--- config.mk ---
export PLATFORM = sky130hd
export DESIGN_NAME = softmax_top
export DESIGN_NICKNAME = d
export VERILOG_FILES = /design/src/logic/softmax_pkg.sv /design/src/logic/element_store.sv /design/src/logic/softmax_controller.sv /design/src/logic/max_search.sv /design/src/logic/exp2_unit.sv /design/src/logic/sum_log_unit.sv /design/src/logic/softmax_top.sv
export VERILOG_INCLUDE_DIRS = /design/src /design/src/logic
export SDC_FILE = /design/constraint.sdc
export NUM_CORES = 1
export LEC_CHECK = 0
export ABC_CLOCK_PERIOD_IN_PS = 4600
export BUFFER_PORTS_ARGS = -buffer_cell sky130_fd_sc_hd__buf_2
export CAP_MARGIN = 20
export CORE_UTILIZATION = 58
export CTS_BUF_LIST = sky130_fd_sc_hd__clkbuf_4 sky130_fd_sc_hd__clkbuf_8
export DETAILED_ROUTE_END_ITERATION = 10
export PLACE_DENSITY = 0.82
export SLEW_MARGIN = 20
export SYNTH_ARGS = -nofsm -noshare
export SYNTH_HDL_FRONTEND = slang
export SYNTH_HIERARCHICAL = 1
export SYNTH_SLANG_ARGS = --single-unit
--- constraint.sdc ---
create_clock -name clk -period 4.6 [get_ports clk]
set_input_delay 0.92 -clock clk [delete_from_list [all_inputs] [get_ports clk]]
set_output_delay 0.92 -clock clk [all_outputs]
set_load 0.05 [all_outputs]
--- src/logic/softmax_defines.svh ---
`ifndef SOFTMAX_DEFINES_SVH
`define SOFTMAX_DEFINES_SVH

// block geometry.
`define SOFTMAX_N      8
`define SOFTMAX_IDX_W  3

// scores are Q4.4 signed.
`define DATA_W         8
`define FRAC_W         4

// max - score + log2 F, unsigned Q.4.
`define DIFF_W         10

// power of two result, Q1.16.
`define EXP_W          17

// running sum F, Q4.16.
`define SUM_W          20

// log2 F, Q3.4.
`define LOG_W          7

`endif

--- src/logic/softmax_pkg.sv ---
`default_nettype none

`include "softmax_defines.svh"

package softmax_pkg;

    typedef logic signed [`DATA_W-1:0]  score_t;    // Q4.4.
    typedef logic [`SOFTMAX_IDX_W-1:0]  idx_t;
    typedef logic [`EXP_W-1:0]          exp_t;      // Q1.16.
    typedef logic [`SUM_W-1:0]          sum_t;      // Q4.16.
    typedef logic [`LOG_W-1:0]          log_t;      // Q3.4.

    typedef enum logic [2:0] {
        IDLE,
        FIND_MAX,
        EXP_SUM,
        LOG_SUM,
        NORMALIZE
    } stage_e;

    // broadcast from the controller to every stage unit.
    typedef struct packed {
        stage_e stage;
        idx_t   idx;
        logic   first;
        logic   last;
    } ctrl_t;

    typedef struct packed {
        logic   valid;
        logic   last;
        idx_t   idx;
        exp_t   prob;
    } prob_t;

endpackage

`default_nettype wire

--- src/logic/element_store.sv ---
`timescale 1ns/1ps
`default_nettype none

`include "softmax_defines.svh"

module element_store
    import softmax_pkg::*;
(
    input  wire logic   clk,
    input  wire logic   rst,
    input  wire logic   in_valid,
    input  wire score_t in_data,
    input  wire logic   busy,
    input  wire idx_t   rd_idx,
    output logic        block_full,
    output score_t      rd_data
);

    score_t mem [`SOFTMAX_N];
    idx_t   wr_ptr;
    logic   wr_en;

    assign wr_en = in_valid && !busy;   // dropped while a block runs.

    ////////////////////////////////////////////////////////////////////////////
    // write side
    ////////////////////////////////////////////////////////////////////////////

    always_ff @(posedge clk) begin
        if (rst) begin
            wr_ptr <= '0;
        end else if (wr_en) begin
            wr_ptr <= wr_ptr + 1'b1;    // wraps at N.
        end
    end

    always_ff @(posedge clk) begin
        if (wr_en) begin
            mem[wr_ptr] <= in_data;
        end
    end

    // high while the N-th score is being written.
    assign block_full = wr_en && (wr_ptr == idx_t'(`SOFTMAX_N - 1));

    ////////////////////////////////////////////////////////////////////////////
    // read side
    ////////////////////////////////////////////////////////////////////////////

    assign rd_data = mem[rd_idx];

endmodule

`default_nettype wire

--- src/logic/softmax_controller.sv ---
`timescale 1ns/1ps
`default_nettype none

`include "softmax_defines.svh"

module softmax_controller
    import softmax_pkg::*;
(
    input  wire logic clk,
    input  wire logic rst,
    input  wire logic block_full,
    output logic      busy,
    output ctrl_t     ctrl
);

    stage_e state;
    stage_e next_state;
    idx_t   cnt;
    idx_t   cnt_limit;
    logic   cnt_last;

    ////////////////////////////////////////////////////////////////////////////
    // stage length and successor
    ////////////////////////////////////////////////////////////////////////////

    always_comb begin
        case (state)
            FIND_MAX: begin
                cnt_limit  = idx_t'(`SOFTMAX_N - 1);
                next_state = EXP_SUM;
            end
            EXP_SUM: begin
                cnt_limit  = idx_t'(`SOFTMAX_N - 1);
                next_state = LOG_SUM;
            end
            LOG_SUM: begin
                cnt_limit  = idx_t'(1);     // absorb, then take the log.
                next_state = NORMALIZE;
            end
            NORMALIZE: begin
                cnt_limit  = idx_t'(`SOFTMAX_N - 1);
                next_state = IDLE;
            end
            default: begin
                cnt_limit  = '0;
                next_state = FIND_MAX;
            end
        endcase
    end

    assign cnt_last = (cnt == cnt_limit);

    ////////////////////////////////////////////////////////////////////////////
    // state and cycle counter
    ////////////////////////////////////////////////////////////////////////////

    always_ff @(posedge clk) begin
        if (rst) begin
            state <= IDLE;
            cnt   <= '0;
        end else if (state == IDLE) begin
            cnt <= '0;
            if (block_full) begin
                state <= FIND_MAX;
            end
        end else if (cnt_last) begin
            state <= next_state;
            cnt   <= '0;            // restart for the next stage.
        end else begin
            cnt <= cnt + 1'b1;
        end
    end

    assign busy = (state != IDLE);

    always_comb begin
        ctrl.stage = state;
        ctrl.idx   = cnt;
        ctrl.first = busy && (cnt == '0);
        ctrl.last  = busy && cnt_last;
    end

endmodule

`default_nettype wire

--- src/logic/max_search.sv ---
`timescale 1ns/1ps
`default_nettype none

`include "softmax_defines.svh"

module max_search
    import softmax_pkg::*;
(
    input  wire logic   clk,
    input  wire logic   rst,
    input  wire ctrl_t  ctrl,
    input  wire score_t rd_data,
    output score_t      xmax
);

    logic scan;
    logic take;

    assign scan = (ctrl.stage == FIND_MAX);

    // signed compare, score_t is signed.
    assign take = ctrl.first || (rd_data > xmax);

    always_ff @(posedge clk) begin
        if (rst) begin
            xmax <= '0;
        end else if (scan && take) begin
            xmax <= rd_data;        // held until the next block.
        end
    end

endmodule

`default_nettype wire

--- src/logic/exp2_unit.sv ---
`timescale 1ns/1ps
`default_nettype none

`include "softmax_defines.svh"

module exp2_unit
    import softmax_pkg::*;
(
    input  wire logic   clk,
    input  wire logic   rst,
    input  wire ctrl_t  ctrl,
    input  wire score_t rd_data,
    input  wire score_t xmax,
    input  wire log_t   log_f,
    output exp_t        exp_res,
    output stage_e      exp_stage,
    output prob_t       result
);

    localparam int K_W        = `DIFF_W - `FRAC_W;
    localparam int MANT_SHIFT = `EXP_W - 2 - `FRAC_W;  // f * 2048.

    logic signed [`DIFF_W-1:0] xmax_ext;
    logic signed [`DIFF_W-1:0] data_ext;
    logic [`DIFF_W-1:0]        d;
    logic [K_W-1:0]            k;
    logic [`FRAC_W-1:0]        f;
    exp_t                      mant;
    exp_t                      exp_val;
    logic                      res_valid;
    logic                      res_last;
    idx_t                      res_idx;

    // 2^-d with d = k + f/16, approximated as (1 - f/32) >> k.
    always_comb begin
        xmax_ext = xmax;
        data_ext = rd_data;
        d = xmax_ext - data_ext;
        if (ctrl.stage == NORMALIZE) begin
            d = d + {{(`DIFF_W - `LOG_W){1'b0}}, log_f};
        end
        k       = d[`DIFF_W-1:`FRAC_W];
        f       = d[`FRAC_W-1:0];
        mant    = {1'b1, {(`EXP_W - 1){1'b0}}} - (exp_t'(f) << MANT_SHIFT);
        exp_val = (k >= K_W'(`EXP_W)) ? '0 : (mant >> k);
    end

    always_ff @(posedge clk) begin
        if (rst) begin
            exp_stage <= IDLE;
            res_valid <= 1'b0;
            res_last  <= 1'b0;
        end else begin
            exp_stage <= ctrl.stage;    // tag follows the operand.
            res_valid <= (ctrl.stage == NORMALIZE);
            res_last  <= (ctrl.stage == NORMALIZE) && ctrl.last;
        end
    end

    always_ff @(posedge clk) begin
        exp_res <= exp_val;
        if (ctrl.stage == NORMALIZE) begin
            res_idx <= ctrl.idx;
        end
    end

    assign result = '{valid: res_valid, last: res_last, idx: res_idx, prob: exp_res};

endmodule

`default_nettype wire

--- src/logic/sum_log_unit.sv ---
`timescale 1ns/1ps
`default_nettype none

`include "softmax_defines.svh"

module sum_log_unit
    import softmax_pkg::*;
(
    input  wire logic   clk,
    input  wire logic   rst,
    input  wire ctrl_t  ctrl,
    input  wire exp_t   exp_res,
    input  wire stage_e exp_stage,
    output log_t        log_f
);

    localparam int ONE_POS = `EXP_W - 1;        // weight of 1.0 in the sum.
    localparam int INT_W   = `LOG_W - `FRAC_W;

    sum_t                sum;
    logic [INT_W-1:0]    log_int;
    logic [`FRAC_W-1:0]  log_frac;

    ////////////////////////////////////////////////////////////////////////////
    // accumulate F
    ////////////////////////////////////////////////////////////////////////////

    always_ff @(posedge clk) begin
        if (rst) begin
            sum <= '0;
        end else if ((ctrl.stage == EXP_SUM) && ctrl.first) begin
            sum <= '0;
        end else if (exp_stage == EXP_SUM) begin
            sum <= sum + {{(`SUM_W - `EXP_W){1'b0}}, exp_res};
        end
    end

    ////////////////////////////////////////////////////////////////////////////
    // log2 F from the leading one
    ////////////////////////////////////////////////////////////////////////////

    // F is at least 1.0, so the leading one sits at ONE_POS or above.
    always_comb begin
        log_int  = '0;
        log_frac = sum[ONE_POS-1 -: `FRAC_W];
        for (int p = ONE_POS; p < `SUM_W; p++) begin
            if (sum[p]) begin
                log_int  = INT_W'(p - ONE_POS);
                log_frac = sum[p-1 -: `FRAC_W];     // mantissa bits below.
            end
        end
    end

    always_ff @(posedge clk) begin
        if (rst) begin
            log_f <= '0;
        end else if ((ctrl.stage == LOG_SUM) && ctrl.last) begin
            log_f <= {log_int, log_frac};
        end
    end

endmodule

`default_nettype wire

--- src/logic/softmax_top.sv ---
`timescale 1ns/1ps
`default_nettype none

`include "softmax_defines.svh"

module softmax_top
    import softmax_pkg::*;
(
    input  wire logic   clk,
    input  wire logic   rst,
    input  wire logic   in_valid,
    input  wire score_t in_data,
    output logic        busy,
    output prob_t       result
);

    logic   block_full;
    score_t rd_data;
    ctrl_t  ctrl;
    score_t xmax;
    log_t   log_f;
    exp_t   exp_res;
    stage_e exp_stage;

    element_store store_i (
        .clk        (clk),
        .rst        (rst),
        .in_valid   (in_valid),
        .in_data    (in_data),
        .busy       (busy),
        .rd_idx     (ctrl.idx),
        .block_full (block_full),
        .rd_data    (rd_data)
    );

    softmax_controller ctrl_i (
        .clk        (clk),
        .rst        (rst),
        .block_full (block_full),
        .busy       (busy),
        .ctrl       (ctrl)
    );

    max_search max_i (
        .clk        (clk),
        .rst        (rst),
        .ctrl       (ctrl),
        .rd_data    (rd_data),
        .xmax       (xmax)
    );

    // shared by EXP_SUM and NORMALIZE.
    exp2_unit exp_i (
        .clk        (clk),
        .rst        (rst),
        .ctrl       (ctrl),
        .rd_data    (rd_data),
        .xmax       (xmax),
        .log_f      (log_f),
        .exp_res    (exp_res),
        .exp_stage  (exp_stage),
        .result     (result)
    );

    sum_log_unit sum_i (
        .clk        (clk),
        .rst        (rst),
        .ctrl       (ctrl),
        .exp_res    (exp_res),
        .exp_stage  (exp_stage),
        .log_f      (log_f)
    );

endmodule

`default_nettype wire

==> results.txt <==
* Max Root-Sink Buffers: 2
- Summed over all failing endpoints, the final setup total negative slack is 0 ps.
- Pre-antenna DRT Iters: 5
- Syn. warnings: 6
- Yosys mapped a number of flops with a built-in enable equal to between 60 and 70.
- edfxtp_1 takes more of the synthesized area than any other cell.
- Number of placed instances, taps included: ~970
* Initial antenna violation count: 0
- The final layout contains routed wiring with a total length of about 18000 microns.
- Syn_area_per_cell: approximately 10 sq um
- The area growth from synthesis to layout is 12.4%.
* Clock network latency to the later pin of the worst-skew pair: 460 ps
- Of all flip-flops after synthesis, the portion carrying an async set or reset was 0%.
- Number of non-filler instances in the completed layout: 1009
- Number of I/O port buffers: 33
- Critical Path End Type: flip-flop
- For this run, the total global-route usage over all layers was measured as 25.4%.
* Antenna violation net count after detailed routing: 0
* Internal: roughly 0.0019 W
- Core Rows: 42
* Combinational share of power: around 18%
* List of cells traversed by the critical path: buf_6 -> buf_4 -> mux4_1 -> mux2_4 -> inv_2 -> ha_4 -> nor2b_1 -> a221oi_2 -> o211ai_1 -> buf_4 -> ha_4 -> nand3_2 -> a21oi_2 -> a41oi_4 -> or3_4 -> mux2i_4 -> buf_6 -> or2_4 -> nor3_1 -> a221o_1
- WL per Instance: 17.9 microns
* Detailed placement HPWL: approximately 12000 microns
* Crit path largest cell delay: roughly 550 ps
- Data on the critical path is required at its endpoint by roughly 5000 ps.
* Unique masters post-synth: 84
* Max Fclk: approximately 220 MHz
* Violation count after the first detailed-routing iteration: ~610
- Setup repair after global routing could not meet its margin everywhere.
- Count of fill cells added during filler insertion: between 900 and 1000
* Final number of setup-violating endpoints: 0
* Minimum hold slack: ~480 ps
- The flow ran to the end, and the final reports show no timing, DRC or antenna violations.
- The worst-case IR drop observed on VDD is ~0.40 mV.
- The H-tree was split into 4 levels.
- Normalized max-slew margin: a little under 30%
- Ratio of cells with drive above 1 in the final layout: between 20% and 30%
* Via count of the first global-routing pass: about 6000
- Worst setup skew after layout: about 14 ps
- Routability cong.: between 0.9 and 1
- After detailed routing, the number of remaining DRC violations is 0.
* Cell at the slowest stage of the critical path: mux4_1
- Summed over its instances, the top area cell type makes up between 20% and 30% of the synthesized netlist area.
- Sequential power share: 47.9%
- Syn_nets: between 800 and 900
* Boundary pin count: 34
* Count of antenna diodes in the layout: 0
- Starting density of the core: about three fifths
- In this run the power spent charging and discharging nets is around 0.0008 W.
- Across the run, the number of max-cap violations was 0.
* Fin nets: ~900
* Slew at the pin closest to its max-slew limit: between 1000 and 1500 ps
- Min-Delay Path Class: reg -> reg
- Along the worst path, the maximum fanout reaches 7.
* Clock-pin slew reported for the worst setup and hold paths after clock tree synthesis: about 80 ps
- Via total after detailed routing: about 6300
- Part of the Yosys area used for sequential elements: around two fifths
* Worst r2r path cells: 20
- Leading register cell type out of synthesis: edfxtp_1
* Maximum number of pins on one net before global-route repair: 38
- The die is between 100 and 150 microns tall.
- Sort of element at the start of the critical path: flip-flop
- Total number of clock tree sinks: 132
- Number of cells produced by synthesis: approximately 770
- In the finished design, the share of the clock period the worst path needs comes to between 90 and 100%.
- Net switching is a little under a third of the power.
- The die covers around 0.014 sq mm.
- Buffers inserted during clock tree synthesis total 17.
* Tmin final: 4450 ps
* Congestion Overflow GR: 0
* Clock network fraction of design power: between 30 and 40%
* Register bit total from synthesis: 132
* Global-route wire length before repair: roughly 29000 microns
* Post-DR vias/cell: 6.22
- Leading cell types by total area after synthesis: edfxtp_1 (25%), dfxtp_1 (16%), ha_1 (7.3%)
- The worst hold path passes through 2 cells.
- Std-Cell Core Area: around 0.013 sq mm
* Final count of hold timing violations: 0
- Buffer cell driving the clock tree root: clkbuf_8
* Final max-slew violation count: 0
- Overall die width: ~120 microns
* Type of the worst setup path: reg -> reg
- Total leakage power: around 3.5 nW
- Clock tree from TritonCTS: built
- Arrival time at the worst endpoint: approximately 4800 ps
* Total power per unit cell area: roughly 300 mW/mm^2
* Combined area of all synthesized cells: 0.00805 sq mm
-- flip-flops by register name (all words and copies together), names as in the netlist --
register and flops:
store_i/mem 64, sum_i/sum 20, exp_i/exp_res 17, max_i/xmax 8, sum_i/log_f 6, ctrl_i/cnt 3
ctrl_i/state 3, exp_i/exp_stage 3, exp_i/res_idx 3, store_i/wr_ptr 3, exp_i/res_last 1, exp_i/res_valid 1
-- cells in the mapped netlist, types with 3 or more instances --
library cell and number:
buf_6 6, nor4_1 5, o21bai_1 3, o21a_1 3
nor2_1 65, xnor2_1 12, nor3b_1 8, ha_1 47
a211oi_1 13, dfxtp_1 65, edfxtp_1 67, nand3_1 28
mux4_1 15, o22ai_1 3, buf_4 22, xor2_1 7
mux2_2 11, or3b_1 3, buf_2 7, fa_1 3
and2_1 6, nand2_1 41, nand4_1 10, and4b_1 4
or3_1 5, o21ai_0 18, o211ai_1 12, nand2b_1 25
a211o_1 5, nor3_1 16, a31o_2 3, nand4b_1 4
a21o_1 15, a311oi_1 3, mux2i_1 23, inv_1 32
or4_1 4, a31oi_1 6, a221o_1 3, and3_1 7
nor2b_1 16, clkbuf_1 18, a21oi_1 54
-- area by class of cell --
type | count | area (sq um) | share of cell area, %
clock inverters | 14 | 129 | 1.43
well taps | 176 | 220 | 2.44
clock buffers | 18 | 248 | 2.74
flip-flops and latches | 132 | 3320 | 36.7
multi-input cells | 552 | 4430 | 49.0
inverters | 34 | 143 | 1.58
repair buffers | 83 | 552 | 6.10
-- power by group through the flow --
stage | combinational (W) | clock, W | sequential [W]
6_report | 0.000474 | 0.000928 | 0.00129
5_1_grt | 0.000515 | 0.000999 | 0.00129
4_1_cts | 0.000434 | 0.000939 | 0.00129
3_5_place_dp | 0.000430 | 0 | 0.00132
3_3_place_gp | 0.000415 | 0 | 0.00131
2_1_floorplan | 0.000330 | 0 | 0.00131
-- metal layers --
layer / global-route usage [%] / share of wire (%) / routed length, microns / vias to the layer above
li1: - / - / - / 2968
met1: 32.0 / 42 / 7600 / 3046
met2: 42.3 / 51 / 9130 / 232
met3: 5.47 / 5.2 / 936 / 32
met4: 10.3 / 2.3 / 409 / 0
met5: 0 / 0 / 0 / -
-- path summary, 6_finish.rpt --
check / start / to / slack (ps)
max: ctrl_i/cnt[0]$_SDFF_PP0_ / exp_i/exp_res[8]$_SDFF_PP0_ / 150
min: sum_i/sum[11]$_SDFFE_PP0N_ / sum_i/sum[11]$_SDFFE_PP0N_ / 480
max reg2reg: ctrl_i/cnt[0]$_SDFF_PP0_ / exp_i/exp_res[8]$_SDFF_PP0_ / 150
min reg2reg: sum_i/sum[11]$_SDFFE_PP0N_ / sum_i/sum[11]$_SDFFE_PP0N_ / 480
-- worst max-delay path: cells and delay by family (launching register included) --
kind,cells,cell delay [ps]
AOI/OAI and AO/OA,5,870
adders and majority gates,2,510
buffers and inverters,5,650
DFF,1,410
muxes,3,1060
and+or+nand+nor,5,830
-- cells by family (layout without fill, tap and decap cells) --
kind of cell,after synthesis,after routing,share of synthesized area [%]
multiplexers,52,52,9.94
adder cells (fa/ha/maj),50,50,8.05
AND/OR/NAND/NOR,263,263,17.9
other,1,1,0.0466
XOR/XNOR,19,19,2.07
buffers and inverters,89,149,6.20
AO/OA/AOI/OAI,167,167,14.6
flip-flops,132,132,41.2
-- repair_timing --
action                                  in CTS  in global routing
buffers inserted                             0                  9
endpoints found under the setup margin      16                 17
pin swaps                                    1                 20
gates resized for setup                      3                 52
hold buffers                                 0                  0
-- metrics by stage --
stage	util [%]	power (W)	area [sq um]	worst slack, ps
5_1_grt	67.5	0.00281	9040	-83.2
3_3_place_gp	62.6	0.00173	8390	3.56
6_report	67.5	0.00269	9040	151
2_1_floorplan	-	0.00164	8050	64.2
4_1_cts	65.5	0.00266	8770	20.2
3_5_place_dp	62.6	0.00175	8390	-213
-- placed cells by master, fill, tap and decap left out, types with 12 or more instances in the layout --
cell / netlist / routed
buf_2: 7 / 33
clkbuf_8: 0 / 18
nor2b_1: 16 / 16
buf_4: 22 / 47
edfxtp_1: 67 / 67
inv_1: 32 / 27
nand2b_1: 25 / 24
a211oi_1: 13 / 12
nand2_1: 41 / 41
dfxtp_1: 65 / 63
a21o_1: 15 / 15
a21oi_1: 54 / 50
mux2i_1: 23 / 22
o21ai_0: 18 / 18
nor2_1: 65 / 64
xnor2_1: 12 / 12
ha_1: 47 / 41
o211ai_1: 12 / 12
nor3_1: 16 / 15
nand3_1: 28 / 27
Power figures use the tool's default switching activity.
